--- src/clkgen_cfg.svh ---
`ifndef CLKGEN_CFG_SVH
`define CLKGEN_CFG_SVH

// ############################
// Output lanes
// ############################

// Number of divided clock outputs
`define CLKGEN_NUM_OUT 6

// ############################
// Field widths
// ############################

// Divide code, lane divides by 2^code
`define CLKGEN_DIV_W 4

// Phase code, delay in whole clkin cycles
`define CLKGEN_PHASE_W 4

// Largest divide code the counters can serve
`define CLKGEN_MAX_DIV 8

// ############################
// Lock detection
// ############################

// Stable cycles after realign before locked rises
`define CLKGEN_LOCK_CYCLES 32

`endif

--- src/clkgen_pkg.sv ---
`default_nettype none

`include "clkgen_cfg.svh"

package clkgen_pkg;

   // Divide code per lane
   // 0 holds the lane low, 1 to MAX_DIV divides by 2^n
   typedef logic [`CLKGEN_DIV_W-1:0] divcfg_t;

   // Phase code per lane, p adds p cycles of delay on top of the
   // single output register
   typedef logic [`CLKGEN_PHASE_W-1:0] phase_t;

   // Lock detector states
   typedef enum logic [1:0]
   {
      LK_OFF,
      LK_WAIT,
      LK_LOCKED
   } lock_state_t;

endpackage

`default_nettype wire

--- src/clkgen_top.sv ---
`timescale 1ns/1ps
`default_nettype none

`include "clkgen_cfg.svh"

module clkgen_top import clkgen_pkg::*;
(
   input  logic                          clkin,
   input  logic                          arst_n,
   input  logic                          pwrdwn,
   input  divcfg_t [`CLKGEN_NUM_OUT-1:0] divcfg,
   input  phase_t  [`CLKGEN_NUM_OUT-1:0] phase,
   output logic    [`CLKGEN_NUM_OUT-1:0] clkout,
   output logic                          locked
);

   // ############################
   // Shared control
   // ############################

   logic                          realign;
   logic                          run;
   divcfg_t [`CLKGEN_NUM_OUT-1:0] divcfg_hold;
   phase_t  [`CLKGEN_NUM_OUT-1:0] phase_hold;

   // Snapshots the config and paces every lane
   lock_detector u_lock_detector
   (
      .clkin       (clkin),
      .arst_n      (arst_n),
      .pwrdwn      (pwrdwn),
      .divcfg      (divcfg),
      .phase       (phase),
      .realign     (realign),
      .run         (run),
      .locked      (locked),
      .divcfg_hold (divcfg_hold),
      .phase_hold  (phase_hold)
   );

   // ############################
   // Output lanes
   // ############################

   // Divider level into each lane's delay line
   logic [`CLKGEN_NUM_OUT-1:0] div_out;

   genvar i;
   generate
      for (i = 0; i < `CLKGEN_NUM_OUT; i = i + 1)
      begin : g_lane
         // 2^n divide from clkin
         clock_divider u_clock_divider
         (
            .clkin   (clkin),
            .arst_n  (arst_n),
            .realign (realign),
            .run     (run),
            .divcfg  (divcfg_hold[i]),
            .div_out (div_out[i])
         );

         // Whole-cycle phase delay
         phase_shifter u_phase_shifter
         (
            .clkin   (clkin),
            .arst_n  (arst_n),
            .realign (realign),
            .run     (run),
            .phase   (phase_hold[i]),
            .div_in  (div_out[i]),
            .clkout  (clkout[i])
         );
      end
   endgenerate

endmodule

`default_nettype wire

--- src/clock_divider.sv ---
`timescale 1ns/1ps
`default_nettype none

`include "clkgen_cfg.svh"

module clock_divider import clkgen_pkg::*;
(
   input  logic    clkin,
   input  logic    arst_n,
   input  logic    realign,
   input  logic    run,
   input  divcfg_t divcfg,
   output logic    div_out
);

   // ############################
   // Free-running counter
   // ############################

   logic [`CLKGEN_MAX_DIV-1:0] count;

   // Cleared on realign so every lane starts from the same edge
   always_ff @(posedge clkin or negedge arst_n)
   begin
      if (!arst_n)
      begin
         count <= '0;
      end
      else if (realign || !run)
      begin
         count <= '0;
      end
      else
      begin
         count <= count + 1'b1;
      end
   end

   // ############################
   // Output bit select
   // ############################

   logic [`CLKGEN_DIV_W-1:0]   bit_sel;
   logic [`CLKGEN_MAX_DIV-1:0] count_sh;

   // Code n picks counter bit n-1, giving period 2^n at 50% duty
   assign bit_sel  = divcfg - 1'b1;
   assign count_sh = count >> bit_sel;

   // Code 0 disables the lane
   assign div_out = run & (divcfg != '0) & count_sh[0];

   // Held code from the lock detector stays in range while running
   a_divcfg_range : assert property (
      @(posedge clkin) disable iff (!arst_n)
      run |-> (divcfg <= `CLKGEN_MAX_DIV)
   );

endmodule

`default_nettype wire

--- src/lock_detector.sv ---
`timescale 1ns/1ps
`default_nettype none

`include "clkgen_cfg.svh"

module lock_detector import clkgen_pkg::*;
(
   input  logic                          clkin,
   input  logic                          arst_n,
   input  logic                          pwrdwn,
   input  divcfg_t [`CLKGEN_NUM_OUT-1:0] divcfg,
   input  phase_t  [`CLKGEN_NUM_OUT-1:0] phase,
   output logic                          realign,
   output logic                          run,
   output logic                          locked,
   output divcfg_t [`CLKGEN_NUM_OUT-1:0] divcfg_hold,
   output phase_t  [`CLKGEN_NUM_OUT-1:0] phase_hold
);

   localparam int CNT_W = $clog2(`CLKGEN_LOCK_CYCLES);

   lock_state_t      state;
   logic [CNT_W-1:0] stable_cnt;
   logic             cfg_changed;
   logic             take_snap;

   // ############################
   // Change detection
   // ############################

   assign cfg_changed = (divcfg != divcfg_hold) || (phase != phase_hold);

   // Leaving power-down, or a new config once running.
   // A change during the realign cycle is picked up one cycle later
   assign take_snap = !pwrdwn &&
                      ((state == LK_OFF) || (cfg_changed && !realign));

   // Lanes only ever see this copy
   always_ff @(posedge clkin)
   begin
      if (take_snap)
      begin
         divcfg_hold <= divcfg;
         phase_hold  <= phase;
      end
   end

   // ############################
   // Lock FSM
   // ############################

   always_ff @(posedge clkin or negedge arst_n)
   begin
      if (!arst_n)
      begin
         state      <= LK_OFF;
         realign    <= 1'b0;
         run        <= 1'b0;
         locked     <= 1'b0;
         stable_cnt <= '0;
      end
      else
      begin
         realign <= 1'b0;
         if (pwrdwn)
         begin
            state  <= LK_OFF;
            run    <= 1'b0;
            locked <= 1'b0;
         end
         else if (take_snap)
         begin
            state      <= LK_WAIT;
            realign    <= 1'b1;
            run        <= 1'b1;
            locked     <= 1'b0;
            stable_cnt <= '0;
         end
         else if (state == LK_WAIT)
         begin
            // Count from the first edge after the realign cycle
            if (stable_cnt == CNT_W'(`CLKGEN_LOCK_CYCLES - 1))
            begin
               state  <= LK_LOCKED;
               locked <= 1'b1;
            end
            else
            begin
               stable_cnt <= stable_cnt + 1'b1;
            end
         end
      end
   end

   a_locked_state : assert property (
      @(posedge clkin) disable iff (!arst_n)
      locked |-> (state == LK_LOCKED)
   );

   // Lanes need a clean single-cycle restart
   a_realign_pulse : assert property (
      @(posedge clkin) disable iff (!arst_n)
      realign |=> !realign
   );

endmodule

`default_nettype wire

--- src/phase_shifter.sv ---
`timescale 1ns/1ps
`default_nettype none

`include "clkgen_cfg.svh"

module phase_shifter import clkgen_pkg::*;
(
   input  logic   clkin,
   input  logic   arst_n,
   input  logic   realign,
   input  logic   run,
   input  phase_t phase,
   input  logic   div_in,
   output logic   clkout
);

   localparam int DEPTH = 2 ** `CLKGEN_PHASE_W;

   // ############################
   // Delay line
   // ############################

   // The output register is the last stage, so the line
   // itself holds one stage less than the full depth
   logic [DEPTH-2:0] shift_q;
   logic [DEPTH-1:0] taps;
   logic             tap_q;

   // Tap 0 is the undelayed divider level
   assign taps = {shift_q, div_in};

   always_ff @(posedge clkin or negedge arst_n)
   begin
      if (!arst_n)
      begin
         shift_q <= '0;
         tap_q   <= 1'b0;
      end
      else if (realign || !run)
      begin
         // Flush old waveform so the lane restarts from k = 1
         shift_q <= '0;
         tap_q   <= 1'b0;
      end
      else
      begin
         shift_q <= {shift_q[DEPTH-3:0], div_in};
         tap_q   <= taps[phase];
      end
   end

   // Quiet during realign and power-down
   assign clkout = tap_q & run & ~realign;

   // A stopped lane is silent and its delay line empties one cycle later
   a_quiet_when_stopped : assert property (
      @(posedge clkin) disable iff (!arst_n)
      !run |-> !clkout ##1 ((shift_q == '0) && !tap_q)
   );

endmodule

`default_nettype wire

--- config.mk ---
export PLATFORM = sky130hd
export DESIGN_NAME = clkgen_top
export DESIGN_NICKNAME = d
export VERILOG_FILES = /design/src/clkgen_pkg.sv /design/src/clkgen_top.sv /design/src/clock_divider.sv /design/src/lock_detector.sv /design/src/phase_shifter.sv
export VERILOG_INCLUDE_DIRS = /design/src /design/src/src
export SDC_FILE = /design/constraint.sdc
export NUM_CORES = 1
export LEC_CHECK = 0
export BUFFER_PORTS_ARGS = -buffer_cell sky130_fd_sc_hd__buf_4
export CAP_MARGIN = 20
export CELL_PAD_IN_SITES_DETAIL_PLACEMENT = 1
export CELL_PAD_IN_SITES_GLOBAL_PLACEMENT = 2
export CORE_ASPECT_RATIO = 0.5
export CORE_MARGIN = 2
export CORE_UTILIZATION = 42
export CTS_CLUSTER_SIZE = 25
export DETAILED_ROUTE_END_ITERATION = 16
export GPL_ROUTABILITY_DRIVEN = 0
export PLACE_DENSITY = 0.82
export REMOVE_ABC_BUFFERS = 1
export SYNTH_ARGS = -nofsm -noshare
export SYNTH_HDL_FRONTEND = slang
export SYNTH_HIERARCHICAL = 1
export SYNTH_SLANG_ARGS = --single-unit
--- constraint.sdc ---
create_clock -name clkin -period 4.3 [get_ports clkin]
set_input_delay 0.43 -clock clkin [delete_from_list [all_inputs] [get_ports clkin]]
set_output_delay 0.43 -clock clkin [all_outputs]
set_load 0.01 [all_outputs]
==> flow_summary.yaml, run 1 <==
run_status:
  status: "complete, no violations"
setup_path:
  crit_type: "reg -> reg"
  slowest_stage: "nor4_1"
  required_ns: 4.51
  max_stage_delay_ns: 0.69
  start_kind: "flip-flop"
  path_max_fanout: 27
  cp_cell_sequence: "xor2_1 -> nor4_1 -> nand4_1 -> nor4_4 -> nor3_4 -> buf_8 -> buf_4"
  crit_arrival_ns: 3.30
  worstSetupEndpointType: "flip-flop"
global_routing:
  grt_max_degree: 101
  grt_pass1_wl_um: 35800
  track_usage_pct: 19.7
  grt_pass1_vias: 6320
  overflow: 0
  antenna_found_initial: 0
logic_synthesis:
  netlist_top_cells_area: "dfrtp_1 (41%), edfxtp_1 (15%), xor2_1 (7.1%)"
  ys_dominant_reg_cell: "dfrtp_1"
  ys.warnings.count: 6
  yosys-top-cells-count: "dfrtp_1 (153), and2_1 (96), xor2_1 (76)"
  synthesis.instances: 764
  ys_types: 44
  ys_async_sr_fraction_pct: 76.1
  avgSynthCellArea_sq_um: 12.3
  synth-seq-cells: 201
  post_synth_instance_area_sq_mm: 0.00943
  synth_edf_count: 48
  synth_top_area_cell: "dfrtp_1"
  yosysMostFrequentCell: "dfrtp_1"
  synth_top_area_share_pct: 40.6
  yosysSeqAreaShare_pct: 55.9
floorplan:
  start_util_pct: 43.1
  fp.coreArea_sq_mm: 0.0219
  die_x_um: 216
  pin_count: 58
  die-area_sq_mm: 0.0237
  die_h_um: 110
  core.rowCount: 38
cts:
  clockBufferDepth: 3
  cts_tree: "done"
  cts_root_buffer: "clkbuf_16"
  cts_setup_buffers: 0
  path_clk_slew_ns: 0.06
  ctsHtreeMaxLevel: 1
  cts.sinks: 201
  insertion_delay_ns: 0.51
  hold_buffers: 0
  cts_resized: 0
  cts_made_buffers: 20
detailed_routing:
  first_pass_iters: 5
  drt-initial-drc-count: 355
  drcViolationCount: 0
  wl_per_cell_um: 19.4
  num_vias: 6050
  ant_nets: 0
  finalWirelength_um: 22300
  vias_per_cell: 5.26
finish:
  area_growth_pct: 15.5
  finalNetCount: 907
  drive_gt1_share_pct: 14.7
  multiInputGateArea_sq_mm: 0.00395
  regArea_sq_mm: 0.00527
  antenna_cells: 0
  finalNonFillerCells: 1150
  nFillCells: 2282
pwr:
  irDropWorstVdd_v: 0.000220
  cellPowerDensity_mw_per_mm2: 391
  p_leak_nw: 4.93
sta:
  worst_clock_skew_ns: 0.0147
  final.setup.tns_ns: 0
  period_share_pct: 71.7
  max_slew_margin_pct: 33.9
  rsz0062_at_grt: "false"
  setup_violations: 0
  max_freq_ghz: 0.324
  worstMarginPinSlew_ns: 0.990
  hold_viol_final: 0
  slew_viol_final: 0
  min_period_ns: 3.08
min_path:
  hp-class: "in -> async"
place:
  io_buffers: 57
  hpwl_um: 15500
  placed_cells: 1114
job:
  cap_viol_max_count: 0
[routing by layer]
| metal | share of wire [%] | up-vias | track usage [%] | routed length (um) |
|---|---|---|---|---|
| met5 | 0 | - | 0 | 0 |
| met4 | 2.0 | 0 | 4.40 | 445 |
| met3 | 3.8 | 32 | 3.40 | 846 |
| met2 | 46 | 77 | 31.5 | 10100 |
| met1 | 49 | 3121 | 28.3 | 10800 |
| li1 | - | 2820 | - | - |
[worst max-delay path, delay by kind of cell (launching register included)]
kind	cells	cell delay, ns
buf+inv	2	0.47
flops	1	0.57
simple gates	4	1.51
xor+xnor	1	0.23
[logic make-up after synthesis]
logic type	count (synthesis)	synth area share (%)
buffers and inverters	45	2.27
AO/OA/AOI/OAI	65	5.55
flip-flops	201	55.9
XOR/XNOR	93	8.64
adder cells (fa/ha/maj)	20	2.65
multiplexers	49	7.35
AND/OR/NAND/NOR	291	17.7
[worst paths after layout]
check                                                     startpoint  slack [ns]                                     to  depth (start not counted)
worst max-delay path                  u_lock_detector/phase_hold[20]        1.22         u_lock_detector/divcfg_hold[0]                          7
worst min-delay path                                          arst_n        0.04     g_lane[4].u_clock_divider/count[1]                          1
worst max register to register        u_lock_detector/phase_hold[20]        1.22         u_lock_detector/divcfg_hold[0]                          7
worst min register to register  g_lane[3].u_phase_shifter/shift_q[0]        0.47   g_lane[3].u_phase_shifter/shift_q[1]                          1
max in group asynchronous                                     arst_n        3.17  g_lane[2].u_phase_shifter/shift_q[14]                          2
min in group clkin                                        divcfg[14]        0.11        u_lock_detector/divcfg_hold[14]                          1
[sequential cells by signal, summed over array words and instances (netlist names)]
| register | cells |
|---|---|
| u_lock_detector/phase_hold | 24 |
| u_lock_detector/stable_cnt | 5 |
| u_lock_detector/locked | 1 |
| g_lane.u_clock_divider/count | 48 |
| g_lane.u_phase_shifter/shift_q | 90 |
| u_lock_detector/state | 1 |
| u_lock_detector/realign | 1 |
| g_lane.u_phase_shifter/tap_q | 6 |
| u_lock_detector/run | 1 |
| u_lock_detector/divcfg_hold | 24 |
[report_power, final]
part | switching, W | total (W) | internal (W)
Combinational | 0.000202 | 0.000342 | 0.000140
Sequential | 0.0000660 | 0.00207 | 0.00201
Clock | 0.000746 | 0.00184 | 0.00110
[final cells by class]
| class | instances | area share, % |
|---|---|---|
| clock buffers | 30 | 5.23 |
| repair buffers | 68 | 4.79 |
| clock inverters | 6 | 0.953 |
| multi-input cells | 518 | 36.3 |
| flip-flops and latches | 201 | 48.4 |
| inverters | 27 | 0.930 |
| well taps | 300 | 3.45 |
[stage by stage]
| stage | worst slack [ns] | instance area (sq um) | hold slack [ns] | util (%) | total power (W) |
|---|---|---|---|---|---|
| after detailed placement | 1.20 | 10200 | 0.466 | 46.7 | 0.00245 |
| after global placement | 1.23 | 10200 | 0.454 | 46.7 | 0.00244 |
| final | 1.22 | 10900 | 0.0379 | 49.8 | 0.00426 |
| after CTS | 1.17 | 10900 | 0.0836 | 49.8 | 0.00431 |
| after global routing | 1.00 | 10900 | 0.0925 | 49.8 | 0.00443 |
| after floorplan | 0.828 | 9320 | 0.134 | - | 0.00227 |
[cells in the final DEF, fill, tap and decap left out, types with 3 or more instances in the layout]
cell,synthesis,layout
edfxtp_1,48,48
xnor2_1,17,17
a41oi_1,5,5
nand4_1,3,3
o211ai_1,8,8
ha_1,20,20
or3_1,3,3
clkbuf_1,12,8
clkbuf_16,0,21
a2111oi_2,5,5
nor2b_1,11,11
and2_1,96,96
nor2_1,47,47
o211ai_2,6,6
a2111oi_0,5,5
nand2b_1,12,12
buf_4,0,66
and2b_4,5,5
and3_1,11,11
bufinv_16,0,3
inv_1,27,27
o22ai_1,6,6
mux2i_1,34,34
xor2_1,76,76
dfrtp_1,153,153
nor4_1,15,15
o21ai_0,6,6
a21oi_1,13,13
mux4_1,7,7
nand3_1,52,52
mux4_2,7,7
o21bai_1,6,6
nand3b_1,12,12
nand2_1,14,14
nor3_1,3,3
Power figures use the tool's default switching activity.
==> inputs of run 2 (changes only) <==
Settings changed: ABC_AREA set to 1, CORE_UTILIZATION 42 to 37, PLACE_DENSITY 0.82 to 0.83.
Clock period 4.3 ns to 3.1 ns, I/O delays scaled along.
==> flow_summary.yaml, run 2 <==
detailed_routing:
  finalWirelength_um: 24300
  vias_per_cell: 4.65
  drt-initial-drc-count: 325
  ant_nets: 0
  first_pass_iters: 4
  num_vias: 8178
  wl_per_cell_um: 13.8
  drcViolationCount: 0
setup_path:
  slowest_stage: "edfxtp_1"
  path_buf_inv: 2
  critPathTopFamily: "simple AND/OR/NAND/NOR gates"
  reg2reg_slack_ns: 0.72
  cp_cell_sequence: "xnor2_1 -> nand2_1 -> nor2_1 -> nand2_1 -> nor2_1 -> nand2_1 -> nand2_2 -> nand2_2 -> nand2_4 -> inv_2 -> buf_12"
  start_kind: "flip-flop"
  worstSetupEndpointType: "flip-flop"
  path_max_fanout: 39
  crit_arrival_ns: 2.62
  required_ns: 3.34
  max_stage_delay_ns: 0.58
  cpMostUsedCell: "nand2_1"
  crit_type: "reg -> reg"
logic_synthesis:
  avgSynthCellArea_sq_um: 7.95
  synthesis.instances: 1270
  synth_top_area_share_pct: 37.9
  synth-simple-area-share_pct: 28.9
  ys_types: 25
  yosys-top-cells-count: "nand2_1 (307), inv_1 (225), nor2_1 (207)"
  ys_async_sr_fraction_pct: 76.1
  ys.warnings.count: 6
  synth_top_family_by_area: "simple AND/OR/NAND/NOR gates"
  post_synth_instance_area_sq_mm: 0.0101
  synth_xor_area_share_pct: 2.08
  synthAdderAreaFrac_pct: 2.48
  synth.area.mux_share_pct: 0.0992
  synth-seq-cells: 201
  yosysSeqAreaShare_pct: 52.2
  netlist_top_cells_area: "dfrtp_1 (38%), edfxtp_1 (14%), nand2_1 (11%)"
  yosysMostFrequentCell: "nand2_1"
  ys_dominant_reg_cell: "dfrtp_1"
  synth_edf_count: 48
  synth_compound_area_share_pct: 3.67
  synth_top_area_cell: "dfrtp_1"
cts:
  cts_tree: "done"
  cts.sinks: 201
  clockBufferDepth: 3
  cts_setup_buffers: 0
  insertion_delay_ns: 0.51
  hold_buffers: 48
  ctsHtreeMaxLevel: 1
  cts_made_buffers: 21
  path_clk_slew_ns: 0.06
  cts_resized: 0
  cts_root_buffer: "clkbuf_16"
finish:
  design_area_sq_mm: 0.0121
  layout_common_cells: "nand2_1 (307), inv_1 (225), nor2_1 (207)"
  mostFrequentLayoutCell: "nand2_1"
  largest_reg_flops: 90
  regMostFlops: "g_lane.u_phase_shifter/shift_q"
  reg.largest.list: "g_lane.u_phase_shifter/shift_q x90, g_lane.u_clock_divider/count x48"
  drive_gt1_share_pct: 11.0
  finalNetCount: 1463
  antenna_cells: 0
  area_growth_pct: 19.7
global_routing:
  antenna_found_initial: 0
  grt_max_degree: 62
  track_usage_pct: 17.9
  grt_pass1_vias: 8692
  grt_pass1_wl_um: 42100
  overflow: 0
floorplan:
  die-area_sq_mm: 0.0287
  start_util_pct: 37.9
  die_h_um: 121
  core.rowCount: 42
  die_x_um: 238
  pin_count: 58
  fp.coreArea_sq_mm: 0.0266
sta:
  worst_clock_skew_ns: 0.0149
  setup_violations: 0
  worstMarginPinSlew_ns: 0.650
  final.setup.tns_ns: 0
  max_freq_ghz: 0.420
  min_period_ns: 2.38
  max_slew_margin_pct: 56.7
  hold_viol_final: 0
  period_share_pct: 76.8
  rsz0062_at_grt: "false"
  slew_viol_final: 0
pwr:
  cellPowerDensity_mw_per_mm2: 503
  irDropWorstVdd_v: 0.000308
  p_leak_nw: 5.92
min_path:
  hp-class: "in -> reg"
place:
  hpwl_um: 16800
  io_buffers: 57
  post_dp_cell_area_sq_mm: 0.0109
run_status:
  status: "complete, no violations"
job:
  cap_viol_max_count: 0
==> run 2: changes by cell type after synthesis, sizes merged, moves of 14 or more <==
cell	delta
nand2	+308
mux4	-14
and2	-96
inv	+223
xor2	-73
a21oi	+24
nor4	-17
nand3	+86
nor2	+175
o211ai	-14
o21ai	+30
mux2i	-33
==> run 2: metrics by stage <==
step                      instances  hold slack [ns]  setup slack [ns]  utilization (%)  power, W
after global routing           1758          0.00402             0.471             45.4   0.00639
after detailed placement       1673            0.363             0.740             41.0   0.00360
after floorplan                1258           0.0144             0.953                -   0.00332
final                          1758           0.0201             0.719             45.4   0.00608
after global placement         1673            0.340             0.768             41.0   0.00357
after CTS                      1758          0.00181             0.730             45.4   0.00619
==> run 2: report_power, final <==
part / switching (W) / internal (W) / total (W)
Sequential: 0.0000932 / 0.00279 / 0.00289
Combinational: 0.000420 / 0.000275 / 0.000695
Clock: 0.00107 / 0.00143 / 0.00250
Total: 0.00159 / 0.00450 / 0.00608
==> run 2: worst paths after layout <==
check,start,endpoint,cells after the start
max in group asynchronous,arst_n,g_lane[0].u_phase_shifter/tap_q,3
setup reg to reg,u_lock_detector/phase_hold[20],u_lock_detector/divcfg_hold[8],11
setup / recovery,u_lock_detector/phase_hold[20],u_lock_detector/divcfg_hold[8],11
hold / removal,phase[8],u_lock_detector/phase_hold[8],1
min in group asynchronous,arst_n,g_lane[0].u_clock_divider/count[5],2
hold reg to reg,g_lane[3].u_clock_divider/count[0],g_lane[3].u_clock_divider/count[0],1
==> run 2: layout make-up <==
class | instances | area (sq um)
clock buffer | 33 | 643
clock inverter | 4 | 23.8
fill | 3218 | 14600
inverter | 250 | 968
multi-input combinational | 807 | 3750
sequential | 201 | 5270
tap | 352 | 440
timing repair buffer | 111 | 982
==> run 2: cell families after synthesis <==
kind of cell | after synthesis
adders and majority gates | 20
DFF | 201
and+or+nand+nor | 688
muxes | 1
AOI/OAI and AO/OA | 74
xor gates and xnor gates | 24
buffers and inverters | 262
==> run 2: worst register-to-register path, stage by stage, from the launching register on <==
cell and delay (ns):
edfxtp_1 0.58, xnor2_1 0.24, nand2_1 0.08, nor2_1 0.15, nand2_1 0.12, nor2_1 0.17, nand2_1 0.08, nand2_2 0.10
nand2_2 0.09, nand2_4 0.09, inv_2 0.14, buf_12 0.24
==> run 2: routing by layer <==
layer  routed length [um]  GRT usage, %  part of all wire (%)  vias to the layer above
met5                    0             0                     0                        -
met4                  470          3.97                   1.9                        0
met3                  481          2.67                   2.0                       28
met2                11600          31.6                    48                       48
met1                11700          23.5                    48                     3986
li1                     -             -                     -                     4116
==> inputs of run 3 (changes only) <==
Clock period 3.1 ns to 2.2 ns, I/O delays scaled along.
==> flow_summary.yaml, run 3 (synthesis results as in run 2) <==
global_routing:
  top_usage_layer: "met2"
  grt_use_met1_pct: 24.2
  track_usage_pct: 18.2
  overflow: 0
  grt_pass1_wl_um: 42700
  grt_max_degree: 59
  grt_pass1_vias: 8755
  antenna_found_initial: 0
  grtUsageMet3_pct: 2.92
  met2_usage_pct: 32.0
cts:
  cts_tree: "done"
  insertion_delay_ns: 0.50
  cts_root_buffer: "clkbuf_16"
  ctsHtreeMaxLevel: 1
  cts_made_buffers: 21
  cts.sinks: 201
  path_clk_slew_ns: 0.06
  clockBufferDepth: 3
floorplan:
  die-area_sq_mm: 0.0287
  start_util_pct: 37.9
  pin_count: 58
  die_x_um: 238
  fp.coreArea_sq_mm: 0.0266
  die_h_um: 121
  core.rowCount: 42
setup_path:
  crit_cells: 14
  reg2reg_to: "u_lock_detector/phase_hold[11]"
  r2r_cells: 14
  critPathTopFamily: "simple AND/OR/NAND/NOR gates"
  worstSetupEndpointType: "flip-flop"
  max_stage_delay_ns: 0.43
  slowest_stage: "edfxtp_1"
  path_max_fanout: 37
  required_ns: 2.38
  reg2reg_slack_ns: 0.17
  crit_type: "reg -> reg"
  critical_path.endpoint: "u_lock_detector/phase_hold[11]"
  critPathLaunch: "u_lock_detector/phase_hold[2]"
  regToRegStartpoint: "u_lock_detector/phase_hold[2]"
  cp_cell_sequence: "nand2_1 -> inv_1 -> nor2_1 -> nor2_1 -> nand2_1 -> nor2_2 -> nand2_1 -> nor2_2 -> nand2_1 -> nand2_2 -> nand2_4 -> nand2_4 -> inv_2 -> buf_12"
  cpMostUsedCell: "nand2_1"
  path_buf_inv: 3
  crit_arrival_ns: 2.21
  start_kind: "flip-flop"
finish:
  design_area_sq_mm: 0.0123
  largest_reg_flops: 90
  area_growth_pct: 22.2
  reg.largest.list: "g_lane.u_phase_shifter/shift_q x90, g_lane.u_clock_divider/count x48"
  regMostFlops: "g_lane.u_phase_shifter/shift_q"
  antenna_cells: 0
  mostFrequentLayoutCell: "nand2_1"
  utilization_pct: 46.3
  finalNetCount: 1491
  nFillCells: 3232
  layout_common_cells: "nand2_1 (307), inv_1 (225), nor2_1 (204)"
  drive_gt1_share_pct: 12.7
  finalNonFillerCells: 1785
  regArea_sq_mm: 0.00527
  multiInputGateArea_sq_mm: 0.00378
place:
  post_dp_cell_area_sq_mm: 0.0111
  hpwl_um: 17500
  pre_cts_ws_ns: 0.0324
  io_buffers: 57
  placed_cells: 1693
min_path:
  hp-class: "in -> async"
detailed_routing:
  first_pass_iters: 4
  finalWirelength_um: 25000
  vias_per_cell: 4.67
  wl_per_cell_um: 14.0
  drcViolationCount: 0
  ant_nets: 0
  drt-initial-drc-count: 398
  num_vias: 8338
run_status:
  status: "complete, no violations"
job:
  cap_viol_max_count: 0
pwr:
  p_leak_nw: 6.05
  p_comb_share_pct: 12.8
  p_sw_w: 0.00223
  irDropWorstVdd_v: 0.000495
  finalPower_w: 0.00859
  internal_power_w: 0.00636
  switching_share_pct: 26.0
  cellPowerDensity_mw_per_mm2: 697
  clkPwrFrac_pct: 40.4
  p_seq_share_pct: 46.8
sta:
  slew_viol_final: 0
  worst_clock_skew_ns: 0.0106
  max_freq_ghz: 0.492
  hold_viol_final: 0
  fin_ws_ns: 0.169
  min_period_ns: 2.03
  period_share_pct: 92.3
  worstMarginPinSlew_ns: 0.606
  setup_violations: 0
  max_slew_margin_pct: 59.6
[run 3: per-stage QoR]
| step | hold WS [ns] | TNS (ns) |
|---|---|---|
| finish | 0.292 | 0 |
| global route | 0.332 | -0.136 |
| CTS | 0.287 | 0 |
| detailed placement | 0.256 | 0 |
| global placement | 0.242 | 0 |
| floorplan | -0.0756 | 0 |
[run 3: how the worst min path moves through the flow]
| stage | depth (start not counted) | end | slack, ns | start |
|---|---|---|---|---|
| 4_1_cts | 2 | g_lane[0].u_clock_divider/count[3] | 0.29 | arst_n |
| 5_1_grt | 2 | g_lane[2].u_clock_divider/count[4] | 0.33 | arst_n |
| 3_3_place_gp | 1 | g_lane[0].u_clock_divider/count[7] | 0.24 | arst_n |
| 2_1_floorplan | 0 | g_lane[0].u_clock_divider/count[0] | -0.08 | arst_n |
| 6_report | 2 | g_lane[0].u_clock_divider/count[7] | 0.29 | arst_n |
| 3_5_place_dp | 1 | g_lane[0].u_clock_divider/count[3] | 0.26 | arst_n |
[run 3: power by group through the flow]
stage / Sequential, W / Clock (W) / Combinational [W]
6_report: 0.00402 / 0.00347 / 0.00110
5_1_grt: 0.00404 / 0.00374 / 0.00126
4_1_cts: 0.00403 / 0.00360 / 0.00110
3_5_place_dp: 0.00410 / 0 / 0.00102
3_3_place_gp: 0.00409 / 0 / 0.000989
2_1_floorplan: 0.00412 / 0 / 0.000561
[run 3: worst reg2reg max path: cells and delay by family (launching register included)]
| kind | cells | cell delay, ns |
|---|---|---|
| and+or+nand+nor | 11 | 0.90 |
| buffers and inverters | 3 | 0.36 |
| DFF | 1 | 0.43 |
[run 3: cell type report]
class                           count  share of cell area (%)
Timing Repair Buffer              139                    9.91
Sequential cell                   201                    42.7
Inverter                          250                    7.85
Tap cell                          352                    3.57
Clock inverter                      6                   0.477
Multi-Input combinational cell    807                    30.7
Clock buffer                       30                    4.79
[run 3: routing by layer]
layer,vias to the layer above,wire [um]
met4,0,331
met3,24,562
met5,-,0
li1,4176,-
met2,59,12100
met1,4079,12100
[run 3: timing repair]
| item | CTS | global route |
|---|---|---|
| endpoints found under the hold margin | 104 | 0 |
| endpoints found under the setup margin | 0 | 52 |
| hold buffers | 50 | 0 |
| gates resized for setup | 0 | 5 |
| setup buffers | 0 | 6 |
